## src/hdl/arcade_input_settings.svh

```systemverilog
`ifndef ARCADE_INPUT_SETTINGS_SVH
`define ARCADE_INPUT_SETTINGS_SVH

// fixed by the game board

// ps/2 set 2 scancode
`define KEY_CODE_W 8

// host joystick word
`define JOY_W 8

// dip switch bank
`define DIP_W 8

// cpu input port byte
`define PORT_W 8

`endif

```

## src/hdl/arcade_input_pkg.sv

```systemverilog
`include "arcade_input_settings.svh"

package arcade_input_pkg;

	// one host keyboard event
	typedef struct packed {
		logic                   pressed; // 0 on release
		logic [`KEY_CODE_W-1:0] code;
	} key_event_t;

	// held controls, active high
	typedef struct packed {
		logic coin;
		logic start1;
		logic start2;
		logic fire;
		logic left;
		logic right;
	} control_state_t;

	// keys the board cares about
	typedef enum logic [`KEY_CODE_W-1:0] {
		kc_up     = 8'h75,
		kc_down   = 8'h72,
		kc_left   = 8'h6B,
		kc_right  = 8'h74,
		kc_coin   = 8'h76, // esc
		kc_start1 = 8'h05, // f1
		kc_start2 = 8'h06, // f2
		kc_fire   = 8'h29  // space
	} key_code_e;

	typedef enum logic {
		port_ctrl = 1'b0,
		port_dip  = 1'b1
	} port_sel_e;

	// Joystick word layout as delivered by the host: bit0 right, bit1 left,
	// bit2 down, bit3 up, bit4 fire. Upper bits are extra buttons the game
	// does not use.
	localparam int joy_bit_right = 0;
	localparam int joy_bit_left  = 1;
	localparam int joy_bit_down  = 2;
	localparam int joy_bit_up    = 3;
	localparam int joy_bit_fire  = 4;

endpackage

```

## src/hdl/arcade_input_top.sv

```systemverilog
`timescale 1ns/1ps

`include "arcade_input_settings.svh"

module arcade_input_top (
	input  logic                         clk_sys,
	input  logic                         rst_n,
	input  logic                         key_req,
	input  arcade_input_pkg::key_event_t key_evt,
	output logic                         key_ack,
	input  logic [`JOY_W-1:0]            joy0,
	input  logic [`JOY_W-1:0]            joy1,
	input  logic                         rotate,
	input  logic [`DIP_W-1:0]            dip,
	input  logic                         port_rd,
	input  arcade_input_pkg::port_sel_e  port_sel,
	output logic [`PORT_W-1:0]           port_data
);

	import arcade_input_pkg::*;

	logic           evt_strobe;
	key_event_t     evt;
	control_state_t ctrl;

	// host handshake in, one strobe per key event out
	key_event_rx u_key_event_rx (
		.clk_sys    (clk_sys),
		.rst_n      (rst_n),
		.key_req    (key_req),
		.key_evt    (key_evt),
		.key_ack    (key_ack),
		.evt_strobe (evt_strobe),
		.evt        (evt)
	);

	control_mapper u_control_mapper (
		.clk_sys    (clk_sys),
		.rst_n      (rst_n),
		.evt_strobe (evt_strobe),
		.evt        (evt),
		.joy0       (joy0),
		.joy1       (joy1),
		.rotate     (rotate),
		.ctrl       (ctrl)
	);

	// cpu side
	input_port_mux u_input_port_mux (
		.clk_sys   (clk_sys),
		.rst_n     (rst_n),
		.ctrl      (ctrl),
		.dip       (dip),
		.port_rd   (port_rd),
		.port_sel  (port_sel),
		.port_data (port_data)
	);

endmodule

```

## src/hdl/control_mapper.sv

```systemverilog
`timescale 1ns/1ps

`include "arcade_input_settings.svh"

module control_mapper (
	input  logic                             clk_sys,
	input  logic                             rst_n,
	input  logic                             evt_strobe,
	input  arcade_input_pkg::key_event_t     evt,
	input  logic [`JOY_W-1:0]                joy0,
	input  logic [`JOY_W-1:0]                joy1,
	input  logic                             rotate,
	output arcade_input_pkg::control_state_t ctrl
);

	import arcade_input_pkg::*;

	// keyboard keys currently held down
	typedef struct packed {
		logic up;
		logic down;
		logic left;
		logic right;
		logic coin;
		logic start1;
		logic start2;
		logic fire;
	} held_keys_t;

	held_keys_t     held;
	held_keys_t     held_next;
	key_code_e      code;
	control_state_t ctrl_next;
	logic           joy_up;
	logic           joy_down;
	logic           joy_left;
	logic           joy_right;
	logic           joy_fire;

	assign code = key_code_e'(evt.code);

	always_comb begin
		held_next = held;
		if (evt_strobe) begin
			case (code)
				kc_up:     held_next.up     = evt.pressed;
				kc_down:   held_next.down   = evt.pressed;
				kc_left:   held_next.left   = evt.pressed;
				kc_right:  held_next.right  = evt.pressed;
				kc_coin:   held_next.coin   = evt.pressed;
				kc_start1: held_next.start1 = evt.pressed;
				kc_start2: held_next.start2 = evt.pressed;
				kc_fire:   held_next.fire   = evt.pressed;
				default:   held_next = held; // unmapped key
			endcase
		end
	end

	// either stick counts
	assign joy_up    = joy0[joy_bit_up]    | joy1[joy_bit_up];
	assign joy_down  = joy0[joy_bit_down]  | joy1[joy_bit_down];
	assign joy_left  = joy0[joy_bit_left]  | joy1[joy_bit_left];
	assign joy_right = joy0[joy_bit_right] | joy1[joy_bit_right];
	assign joy_fire  = joy0[joy_bit_fire]  | joy1[joy_bit_fire];

	// built from held_next so a key shows up one edge after its strobe
	always_comb begin
		ctrl_next.coin   = held_next.coin;
		ctrl_next.start1 = held_next.start1;
		ctrl_next.start2 = held_next.start2;
		ctrl_next.fire   = held_next.fire | joy_fire;
		if (rotate) begin
			ctrl_next.left  = held_next.left  | joy_left;
			ctrl_next.right = held_next.right | joy_right;
		end else begin
			ctrl_next.left  = held_next.up   | joy_up; // upright cabinet mapping
			ctrl_next.right = held_next.down | joy_down;
		end
	end

	always_ff @(posedge clk_sys) begin
		if (!rst_n) begin
			held <= '0;
			ctrl <= '0;
		end else begin
			held <= held_next;
			ctrl <= ctrl_next;
		end
	end

	a_evt_known: assert property (
		@(posedge clk_sys) disable iff (!rst_n)
		evt_strobe |-> !$isunknown(evt)
	);

endmodule

```

## src/hdl/input_port_mux.sv

```systemverilog
`timescale 1ns/1ps

`include "arcade_input_settings.svh"

module input_port_mux (
	input  logic                             clk_sys,
	input  logic                             rst_n,
	input  arcade_input_pkg::control_state_t ctrl,
	input  logic [`DIP_W-1:0]                dip,
	input  logic                             port_rd,
	input  arcade_input_pkg::port_sel_e      port_sel,
	output logic [`PORT_W-1:0]               port_data
);

	import arcade_input_pkg::*;

	logic               coin_d;
	logic               coin_latch;
	logic               coin_rise;
	logic               ctrl_read;
	logic [`PORT_W-1:0] ctrl_byte;

	assign coin_rise = ctrl.coin & ~coin_d;
	assign ctrl_read = port_rd && (port_sel == port_ctrl);

	// coin stays latched until the game has seen it
	always_ff @(posedge clk_sys) begin
		if (!rst_n) begin
			coin_d     <= 1'b0;
			coin_latch <= 1'b0;
		end else begin
			coin_d <= ctrl.coin;
			if (coin_rise) begin
				coin_latch <= 1'b1;
			end else if (ctrl_read && !ctrl.coin) begin
				coin_latch <= 1'b0; // consumed by this read
			end
		end
	end

	// active low, 0 means pressed
	always_comb begin
		ctrl_byte    = '1;
		ctrl_byte[0] = ~coin_latch;
		ctrl_byte[1] = ~ctrl.start2;
		ctrl_byte[2] = ~ctrl.start1;
		ctrl_byte[4] = ~ctrl.fire;
		ctrl_byte[5] = ~ctrl.left;
		ctrl_byte[6] = ~ctrl.right;
	end

	always_ff @(posedge clk_sys) begin
		if (!rst_n) begin
			port_data <= '1; // idle, nothing pressed
		end else if (port_rd) begin
			case (port_sel)
				port_ctrl: port_data <= ctrl_byte;
				port_dip:  port_data <= dip;
				default:   port_data <= '1;
			endcase
		end
	end

	a_sel_known: assert property (
		@(posedge clk_sys) disable iff (!rst_n)
		port_rd |-> !$isunknown(port_sel)
	);

endmodule

```

## src/hdl/key_event_rx.sv

```systemverilog
`timescale 1ns/1ps

module key_event_rx (
	input  logic                         clk_sys,
	input  logic                         rst_n,
	input  logic                         key_req,
	input  arcade_input_pkg::key_event_t key_evt,
	output logic                         key_ack,
	output logic                         evt_strobe,
	output arcade_input_pkg::key_event_t evt
);

	typedef enum logic {
		st_idle,
		st_wait_release
	} rx_state_e;

	rx_state_e state;
	logic      accept;

	assign accept  = (state == st_idle) && key_req;
	assign key_ack = (state == st_wait_release); // ack is the state bit

	always_ff @(posedge clk_sys) begin
		if (!rst_n) begin
			state      <= st_idle;
			evt_strobe <= 1'b0;
		end else begin
			evt_strobe <= accept; // one pulse per event
			case (state)
				st_idle: begin
					if (key_req) begin
						state <= st_wait_release;
					end
				end
				st_wait_release: begin
					if (!key_req) begin // host finished phase 3
						state <= st_idle;
					end
				end
				default: state <= st_idle;
			endcase
		end
	end

	// event payload, valid with evt_strobe
	always_ff @(posedge clk_sys) begin
		if (accept) begin
			evt <= key_evt;
		end
	end

	// the host must have a request up before we acknowledge it
	a_ack_follows_req: assert property (
		@(posedge clk_sys) disable iff (!rst_n)
		$rose(key_ack) |-> $past(key_req)
	);

endmodule

```

## config.mk

```make
export PLATFORM = sky130hd
export DESIGN_NAME = arcade_input_top
export DESIGN_NICKNAME = d
export VERILOG_FILES = /design/src/hdl/arcade_input_pkg.sv /design/src/hdl/arcade_input_top.sv /design/src/hdl/control_mapper.sv /design/src/hdl/input_port_mux.sv /design/src/hdl/key_event_rx.sv
export VERILOG_INCLUDE_DIRS = /design/src /design/src/hdl
export SDC_FILE = /design/constraint.sdc
export NUM_CORES = 1
export LEC_CHECK = 0
export BUFFER_PORTS_ARGS = -buffer_cell sky130_fd_sc_hd__buf_4
export CORE_MARGIN = 8
export CORE_UTILIZATION = 25
export DETAILED_ROUTE_END_ITERATION = 10
export GPL_ROUTABILITY_DRIVEN = 0
export GPL_TIMING_DRIVEN = 1
export PLACE_DENSITY = 0.54
export SLEW_MARGIN = 20
export SYNTH_ARGS = -nofsm -noshare
export SYNTH_HDL_FRONTEND = slang
export SYNTH_SLANG_ARGS = --single-unit
```

## constraint.sdc

```tcl
create_clock -name clk_sys -period 1.4 [get_ports clk_sys]
set_input_delay 0 -clock clk_sys [delete_from_list [all_inputs] [get_ports clk_sys]]
set_output_delay 0 -clock clk_sys [all_outputs]
set_load 0.02 [all_outputs]
```

==> results of run 1 <==
## how the worst max path moves through the flow
stage          slack, ps  cells past startpoint                   from                       end
2_1_floorplan       -140                      4  u_key_event_rx.evt[1]  u_control_mapper.ctrl[2]
3_3_place_gp        -150                      4  u_key_event_rx.evt[7]  u_control_mapper.ctrl[2]
4_1_cts             -200                      4  u_key_event_rx.evt[7]  u_control_mapper.ctrl[2]
6_report            -260                      4  u_key_event_rx.evt[6]  u_control_mapper.ctrl[2]
5_1_grt             -370                      4  u_key_event_rx.evt[7]  u_control_mapper.ctrl[2]
3_5_place_dp        -240                      5  u_key_event_rx.evt[7]  u_control_mapper.ctrl[1]
## area by class of cell
cell class                 instances  share of cell area [%]
tap                               70                   4.098
sequential                        32                   34.19
timing repair buffer              71                   27.22
clock buffer                       8                   4.684
multi-input combinational         83                   29.63
inverter                           1                  0.1756
## per-layer routing
metal	vias to the layer above	global-route usage, %	routed length, um
li1	585	-	-
met3	4	3.659	261
met2	43	16.48	1826
met5	-	0	0
met4	0	4.219	41
met1	544	10.44	1478
## repair_timing
| action | CTS | global route |
|---|---|---|
| hold endpoints to repair | 19 | 0 |
| gates resized for setup | 4 | 14 |
| endpoints found under the setup margin | 11 | 11 |
| hold buffers | 15 | 0 |
| buffers inserted | 0 | 3 |
| pin swaps | 0 | 10 |
## state kept, by name, indices dropped and copies added, names as in the netlist
register,flops
u_input_port_mux.coin_latch,1
u_key_event_rx.evt,9
u_input_port_mux.port_data,8
u_control_mapper.held,5
u_control_mapper.ctrl,6
u_key_event_rx.evt_strobe,1
u_input_port_mux.coin_d,1
u_key_event_rx.key_ack,1
## critical path, delay by kind of cell (launching register included)
| kind | cells | cell delay [ps] |
|---|---|---|
| AND/OR/NAND/NOR | 2 | 740 |
| flip-flops | 1 | 420 |
| multiplexers | 1 | 280 |
| AO/OA/AOI/OAI | 1 | 100 |
## synthesized netlist by cell type
cell type  count  share of area (%)
dfxtp_1       23                 36
nand2_1       18                5.2
nor2_1        12                3.5
edfxtp_1       9                 21
mux2i_1        7                5.4
o21ai_0        7                2.7
o211ai_1       6                3.5
clkbuf_1       5                1.5
and2_1         4                1.9
a21oi_1        3                1.2
nor3_1         3                1.2
nor4_1         3                1.5
nand2b_1       2               0.97
nand3b_1       2                1.2
nor2b_1        2               0.97
nor3b_1        2                1.2
nor4_2         2                1.9
a211oi_1       1               0.58
a211oi_2       1               0.97
a221oi_2       1                1.2
and4bb_2       1               0.97
buf_2          1               0.39
inv_1          1               0.29
nand4b_1       1               0.68
nand4b_2       1                1.2
nor4b_2        1                1.2
o22ai_1        1               0.49
o41a_1         1               0.87
or4b_1         1               0.78
## stage by stage
step | utilization (%) | power (mW)
6_report | 42.38 | 2.075
4_1_cts | 40.25 | 2.079
5_1_grt | 42.38 | 2.175
3_3_place_gp | 34.81 | 1.252
2_1_floorplan | - | 1.123
3_5_place_dp | 34.81 | 1.260
## kinds of logic (layout without fill, tap and decap cells)
logic type | after synthesis | count (layout) | synth area share (%)
AOI/OAI and AO/OA | 21 | 21 | 11.46
buffers and inverters | 7 | 80 | 2.135
DFF | 32 | 32 | 56.70
muxes | 7 | 7 | 5.437
and+or+nand+nor | 55 | 55 | 24.27
## power groups by stage
stage | registers (mW) | logic, mW | clock network (mW)
6_report | 1.02 | 0.284 | 0.771
5_1_grt | 1.02 | 0.310 | 0.841
4_1_cts | 1.02 | 0.261 | 0.802
3_5_place_dp | 1.04 | 0.224 | 0
3_3_place_gp | 1.03 | 0.218 | 0
2_1_floorplan | 1.05 | 0.0754 | 0
==> results.sh, run 1 <==
export IMPL_dieArea_um2=7708
export IMPL_critical_path_class="flip-flop to flip-flop"
export IMPL_p_sw_mw=0.4732
export IMPL_layout_commonest_cell="buf_4"
export IMPL_placed_cells=239
export IMPL_cp_slowest_cell="or4b_4"
export IMPL_clk_path_buf_depth=2
export IMPL_rsz0062_at_grt="yes"
export IMPL_p_int_mw=1.602
export IMPL_setup_tns_ps=-1962
export IMPL_seq_area_um2=730.7
export IMPL_fmax_mhz=602.7
export IMPL_maxCapViolCount=0
export IMPL_die_w_um=87.80
export IMPL_period_share_pct=118.5
export IMPL_comb_power_share_pct=13.7
export IMPL_worstPathRequired_ps=1550
export IMPL_std_cell_rows=26
export IMPL_syn_nets=161
export IMPL_initial_core_util_pct=25.56
export IMPL_cts_tree="done"
export IMPL_synth_cell_type_count=29
export IMPL_cp_arrival_ps=1810
export IMPL_overflow=0
export IMPL_holdPathEnd="u_input_port_mux.port_data[3]"
export IMPL_pwr_share_clk_pct=37.1
export IMPL_instances_no_fill=265
export IMPL_via_per_inst=4.438
export IMPL_grt_antenna_before_repair=0
export IMPL_wirelength_um=3608
export IMPL_start_kind="flip-flop"
export IMPL_p_per_area_nw_per_um2=971.1
export IMPL_ys_seq_area_share_pct=56.70
export IMPL_violations="negative setup slack"
export IMPL_drtIter0Drc=32
export IMPL_r2r_worst_path_cells=4
export IMPL_num_vias=1176
export IMPL_cts_sink_count=32
export IMPL_grtUsageTotal_pct=9.684
export IMPL_drc=0
export IMPL_hold_depth=4
export IMPL_setup_ws_ps=-259.3
export IMPL_ant_nets=0
export IMPL_ioPinCount=48
export IMPL_syn_area_um2=1289
export IMPL_p_sw_share_pct=22.80
export IMPL_dpl_hpwl_um=2489
export IMPL_fin_area_um2=2137
export IMPL_netlist_instances=122
export IMPL_grt_max_degree=18
export IMPL_placement_io_buffers=41
export IMPL_fin_crit_ps=1659
export IMPL_final_cell_mix="buf_4, dfxtp_1, nand2_1"
export IMPL_placed_cell_area_um2=1755
export IMPL_timing_final_hold_violations=0
export IMPL_hold_start="dip[3]"
export IMPL_slew_violations=0
export IMPL_clockRootBuffer="clkbuf_8"
export IMPL_seqPwrFrac_pct=49.2
export IMPL_worstReg2RegEnd="u_control_mapper.ctrl[2]"
export IMPL_max_slew_margin_rel_pct=71.57
export IMPL_grt_pass1_wl_um=5685
export IMPL_coreArea_um2=5042
export IMPL_finalNetCount=233
export IMPL_cp_cell_sequence="or4b_4 > nor4_4 > mux2i_1 > a21oi_1"
export IMPL_r2r_start="u_key_event_rx.evt[6]"
export IMPL_setup_violations=11
export IMPL_drive_gt1_share_pct=40.51
export IMPL_cts_buffers=5
export IMPL_hold_path_class="input port to flip-flop"
export IMPL_num_antenna_cells=0
export IMPL_wl_per_cell_um=13.62
export IMPL_hold_ws_ps=43.02
export IMPL_fin_skew_ps=4.098
export IMPL_preCtsSetupSlack_ps=-239.8
export IMPL_avgSynthCellArea_um2=10.56
export IMPL_clk_pin_slew_ps=70
export IMPL_die_h_um=87.80
export IMPL_max_stage_delay_ps=580
export IMPL_yosys_warnings=0
export IMPL_multi_input_comb_area_um2=633.1
export IMPL_ys_seq_elements=32
export IMPL_drt_pass1_iterations=4
export IMPL_crit_path_max_fanout=2
export IMPL_first_global_vias=1195
export IMPL_cts_max_level=2
export IMPL_status="complete, but fails checks"
export IMPL_p_leak_nw=0.8481
export IMPL_syn2layout_area_growth_pct=65.83
export IMPL_clk_insertion_delay_late_ps=280
export IMPL_fillCellCount=485
export IMPL_end_kind="flip-flop"
export IMPL_rrSetupSlack_ps=-260
export IMPL_tightest_slew_ps=426.0
export IMPL_ir_drop_uv=736.1
Note: power is estimated with default switching activity, not from simulation.
==> inputs of run 2 (changes only) <==
--- a/config.mk
+++ b/config.mk
@@ -9,3 +9,3 @@
 export BUFFER_PORTS_ARGS = -buffer_cell sky130_fd_sc_hd__buf_4
-export CORE_MARGIN = 8
+export CORE_MARGIN = 1
 export CORE_UTILIZATION = 25
==> constraint.sdc (replaced) <==
create_clock -name clk_sys -period 1.4 [get_ports clk_sys]
set_input_delay 0.07 -clock clk_sys [delete_from_list [all_inputs] [get_ports clk_sys]]
set_output_delay 0.07 -clock clk_sys [all_outputs]
set_load 0.02 [all_outputs]
==> run 2 against run 1 <==
The run still ends with negative setup slack left. Die area down 29%. Non-clock buffer count is 1 lower. Setup slack improved by 61 ps. Global-route usage rose by 2.2 points. Count of clock-buffer cells in the layout shrank 1. Combinational power is essentially flat. Register-to-register slack gained 60 ps. Critical path depth rose by 1. Worst hold slack worse by 29 ps. Power decreased by 5.3%. Critical path type unchanged. Critical endpoint is now u_control_mapper.ctrl[0]. Highest routed layer unchanged.
==> results.sh, run 2 (same netlist as run 1, synthesis figures left out) <==
export IMPL_tightest_slew_ps=396.9
export IMPL_num_vias=1157
export IMPL_die_h_um=73.80
export IMPL_drc=0
export IMPL_fin_area_um2=2096
export IMPL_worstPathRequired_ps=1550
export IMPL_crit_buf_inv=1
export IMPL_setup_ws_ps=-198.7
export IMPL_cp_slowest_cell="o41a_1"
export IMPL_grt_antenna_before_repair=0
export IMPL_timing_final_hold_violations=0
export IMPL_maxCapViolCount=0
export IMPL_grtUsageTotal_pct=11.92
export IMPL_drive_gt1_share_pct=41.75
export IMPL_placed_cell_area_um2=1759
export IMPL_dieArea_um2=5446
export IMPL_coreArea_um2=4848
export IMPL_finalNetCount=232
export IMPL_period_share_pct=114.2
export IMPL_max_slew_margin_rel_pct=73.51
export IMPL_p_leak_nw=0.8430
export IMPL_ant_nets=0
export IMPL_fin_skew_ps=4.518
export IMPL_first_global_vias=1101
export IMPL_wirelength_um=3008
export IMPL_cts_max_level=2
export IMPL_p_per_area_nw_per_um2=937.4
export IMPL_cts_sink_count=32
export IMPL_fillCellCount=478
export IMPL_crit_path_max_fanout=5
export IMPL_start_kind="flip-flop"
export IMPL_ioPinCount=48
export IMPL_dpl_hpwl_um=2066
export IMPL_syn2layout_area_growth_pct=62.62
export IMPL_preCtsSetupSlack_ps=-261.8
export IMPL_placed_cells=237
export IMPL_instances_no_fill=261
export IMPL_placement_io_buffers=41
export IMPL_status="complete, but fails checks"
export IMPL_regMostFlops="u_key_event_rx.evt"
export IMPL_cts_tree="done"
export IMPL_slew_violations=0
export IMPL_clk_path_buf_depth=2
export IMPL_fmax_mhz=625.5
export IMPL_ir_drop_uv=710.5
export IMPL_wl_per_cell_um=11.52
export IMPL_rsz0062_at_grt="yes"
export IMPL_cpMostUsedCell="a211oi_2"
export IMPL_setup_violations=11
export IMPL_path_delay_family="compound AO/OA/AOI/OAI gates"
export IMPL_initial_core_util_pct=26.58
export IMPL_max_stage_delay_ps=480
export IMPL_setup_tns_ps=-1414
export IMPL_critical_path_class="flip-flop to flip-flop"
export IMPL_clk_insertion_delay_late_ps=280
export IMPL_end_kind="flip-flop"
export IMPL_std_cell_rows=25
export IMPL_via_per_inst=4.433
export IMPL_cts_buffers=5
export IMPL_cp_cell_sequence="buf_4 > nand4b_4 > o41a_1 > a211oi_2 > a211oi_2"
export IMPL_drt_pass1_iterations=4
export IMPL_overflow=0
export IMPL_fin_crit_ps=1599
export IMPL_clk_pin_slew_ps=60
export IMPL_final_cell_mix="buf_4, dfxtp_1, nand2_1"
export IMPL_reg_top3="u_key_event_rx.evt (9), u_input_port_mux.port_data (8), u_control_mapper.ctrl (6)"
export IMPL_grt_pass1_wl_um=4816
export IMPL_hold_path_class="input port to flip-flop"
export IMPL_violations="negative setup slack"
export IMPL_die_w_um=73.80
export IMPL_layout_commonest_cell="buf_4"
export IMPL_cp_arrival_ps=1750
export IMPL_drtIter0Drc=40
export IMPL_clockRootBuffer="clkbuf_8"
export IMPL_largest_register_ffs=9
export IMPL_num_antenna_cells=0
export IMPL_grt_max_degree=18
run 2: cell count changes in the layout (fill, tap and decap cells not counted), moves of 2 or more:
cell,change
buf_6,+2
clkbuf_8,-2
buf_4,+2
dlygate4sd3_1,-5
run 2: worst register-to-register path, cell delays in order (launching register included):
cell and delay [ps]:
edfxtp_1 380, buf_4 150, nand4b_4 220, o41a_1 480, a211oi_2 170, a211oi_2 60
run 2: timing repair:
action / CTS / global route
hold buffers: 10 / 0
endpoints found under the hold margin: 10 / 0
buffers inserted: 5 / 1
resized for setup: 14 / 4
pin swaps: 1 / 6
setup endpoints to repair: 11 / 11
run 2: layout make-up:
| type | instances | area (um2) | share of cell area [%] |
|---|---|---|---|
| Timing Repair Buffer | 70 | 569.3 | 27.16 |
| Clock inverter | 1 | 5.005 | 0.2388 |
| Inverter | 1 | 3.754 | 0.1791 |
| Sequential cell | 32 | 730.7 | 34.87 |
| Multi-Input combinational cell | 83 | 626.9 | 29.91 |
| Clock buffer | 7 | 76.32 | 3.642 |
| Tap cell | 67 | 83.83 | 4.000 |
run 2: path summary, 6_finish.rpt:
path                                                    start                            end  slack (ps)  cells past startpoint
worst max-delay path                    u_key_event_rx.evt[7]       u_control_mapper.ctrl[0]        -200                      5
worst min-delay path                                   dip[7]  u_input_port_mux.port_data[7]          10                      3
worst max register to register          u_key_event_rx.evt[7]       u_control_mapper.ctrl[0]        -200                      5
worst min register to register  u_input_port_mux.port_data[4]  u_input_port_mux.port_data[4]         480                      2
run 2: per-stage QoR:
stage | power [mW] | hold slack, ps | utilization [%]
6_report | 1.965 | 14.20 | 43.23
5_1_grt | 2.052 | 32.79 | 43.23
4_1_cts | 1.981 | 9.744 | 42.68
3_5_place_dp | 1.258 | 249.4 | 36.28
3_3_place_gp | 1.252 | 248.0 | 36.28
2_1_floorplan | 1.123 | 168.9 | -
run 2: metal layers:
layer  track usage [%]  wire length (um)  vias to the layer above
met2             20.49              1444                       40
met3             3.704               179                        5
met5                 0                 0                        -
li1                  -                 -                      582
met1             14.07              1352                      530
met4             3.846                31                        0
run 2: power breakdown:
part	switching, mW	internal [mW]
Sequential	0.0238	0.992
Combinational	0.121	0.161
Clock	0.319	0.348
Total	0.464	1.50
==> inputs of run 3 (changes only) <==
Settings changed: CELL_PAD_IN_SITES_DETAIL_PLACEMENT set to 1, CELL_PAD_IN_SITES_GLOBAL_PLACEMENT set to 2, PLACE_DENSITY 0.54 to 0.78.
==> run 3 against run 2 <==
Die area is the same. Register-to-register slack got worse by 110 ps. Cell count is 1.1% higher. The run still ends with negative setup slack left. Clock power increased by 17%. First-iteration DRC count is 40% lower. Count of clock-buffer cells in the layout increased by 1. Largest power group unchanged. Global-route usage grew 2.8 points. Sequential power is essentially flat. Critical endpoint is now u_control_mapper.ctrl[2]. Clock skew is 0.52 ps lower. Setup slack worse by 110 ps.
==> results.sh, run 3 (same netlist as run 1, synthesis figures left out) <==
export IMPL_grt_antenna_before_repair=0
export IMPL_start_kind="flip-flop"
export IMPL_first_global_vias=1236
export IMPL_placed_cell_area_um2=1759
export IMPL_finalNetCount=235
export IMPL_fmax_mhz=584.2
export IMPL_drtIter0Drc=24
export IMPL_instances_no_fill=264
export IMPL_cts_tree="done"
export IMPL_final_cell_mix="buf_4, dfxtp_1, nand2_1"
export IMPL_met1_usage_pct=16.81
export IMPL_grtUsageTotal_pct=14.68
export IMPL_setup_violations=11
export IMPL_clk_insertion_delay_late_ps=280
export IMPL_layout_commonest_cell="buf_4"
export IMPL_worstPathRequired_ps=1560
export IMPL_die_h_um=73.80
export IMPL_ir_drop_uv=617.9
export IMPL_overflow=0
export IMPL_preCtsSetupSlack_ps=-277.9
export IMPL_std_cell_rows=25
export IMPL_num_vias=1201
export IMPL_maxCapViolCount=0
export IMPL_grt_max_degree=18
export IMPL_ioPinCount=48
export IMPL_initial_core_util_pct=26.58
export IMPL_fin_area_um2=2160
export IMPL_dpl_hpwl_um=2506
export IMPL_end_kind="flip-flop"
export IMPL_drt_pass1_iterations=4
export IMPL_violations="negative setup slack"
export IMPL_slew_violations=0
export IMPL_drive_gt1_share_pct=44.16
export IMPL_grt_pass1_wl_um=5830
export IMPL_multi_input_comb_area_um2=645.6
export IMPL_placed_cells=237
export IMPL_via_per_inst=4.549
export IMPL_fillCellCount=537
export IMPL_hold_path_class="input port to flip-flop"
export IMPL_clk_path_buf_depth=2
export IMPL_clockRootBuffer="clkbuf_8"
export IMPL_fin_skew_ps=3.995
export IMPL_wirelength_um=3788
export IMPL_tightest_slew_ps=423.5
export IMPL_num_antenna_cells=0
export IMPL_syn2layout_area_growth_pct=67.57
export IMPL_top_usage_layer="met2"
export IMPL_final_util_pct=44.54
export IMPL_coreArea_um2=4848
export IMPL_hold_ws_ps=16.11
export IMPL_regMostFlops="u_key_event_rx.evt"
export IMPL_fin_crit_ps=1712
export IMPL_clk_pin_slew_ps=70
export IMPL_largest_register_ffs=9
export IMPL_wl_per_cell_um=14.35
export IMPL_crit_path_max_fanout=4
export IMPL_die_w_um=73.80
export IMPL_met3_usage_pct=3.704
export IMPL_critical_path_class="flip-flop to flip-flop"
export IMPL_placement_io_buffers=41
export IMPL_seq_area_um2=730.7
export IMPL_period_share_pct=122.3
export IMPL_setup_tns_ps=-2208
export IMPL_dieArea_um2=5446
export IMPL_setup_ws_ps=-311.7
export IMPL_p_leak_nw=0.8726
export IMPL_cts_buffers=5
export IMPL_drc=0
export IMPL_status="complete, but fails checks"
export IMPL_cts_sink_count=32
export IMPL_max_slew_margin_rel_pct=71.74
export IMPL_p_total_mw=2.095
export IMPL_cp_arrival_ps=1870
export IMPL_reg_top3="u_key_event_rx.evt (9), u_input_port_mux.port_data (8), u_control_mapper.ctrl (6)"
export IMPL_p_per_area_nw_per_um2=969.9
export IMPL_rsz0062_at_grt="yes"
export IMPL_met2_usage_pct=26.30
export IMPL_ant_nets=0
export IMPL_cts_max_level=2
export IMPL_timing_final_hold_violations=0
-- run 3: area by class of cell --
cell class / instances / share of cell area [%]
flip-flops and latches: 32 / 33.84
repair buffers: 73 / 27.58
clock buffers: 8 / 4.635
well taps: 67 / 3.882
inverters: 1 / 0.1738
multi-input cells: 83 / 29.90
-- run 3: per-layer routing --
metal,vias up,wire length [um]
li1,589,-
met1,571,1611
met2,38,1980
met3,3,168
met4,0,27
met5,-,0
-- run 3: worst paths after layout --
check | to | from | slack [ps] | cells after the start
worst max-delay path | u_control_mapper.ctrl[2] | u_key_event_rx.evt[7] | -310 | 4
worst min-delay path | u_input_port_mux.port_data[7] | dip[7] | 20 | 3
worst max register to register | u_control_mapper.ctrl[2] | u_key_event_rx.evt[7] | -310 | 4
worst min register to register | u_input_port_mux.port_data[5] | u_input_port_mux.port_data[5] | 480 | 2
-- run 3: what timing repair did --
| action | CTS | global route |
|---|---|---|
| buffers inserted | 5 | 4 |
| gates resized for setup | 15 | 7 |
| endpoints found under the hold margin | 10 | 0 |
| pin swaps | 4 | 11 |
| hold buffers | 10 | 0 |
| setup endpoints to repair | 11 | 11 |
-- run 3: power breakdown --
group	switching, mW	total [mW]	internal, mW	leakage (nW)
Sequential	0.0289	1.02	0.992	0.275
Combinational	0.130	0.295	0.165	0.546
Clock	0.330	0.779	0.448	0.0515
-- run 3: critical path: stages, from the launching register on --
cell	delay, ps
edfxtp_1	430
or4b_4	560
nor4_4	260
mux2i_1	260
a21oi_1	90
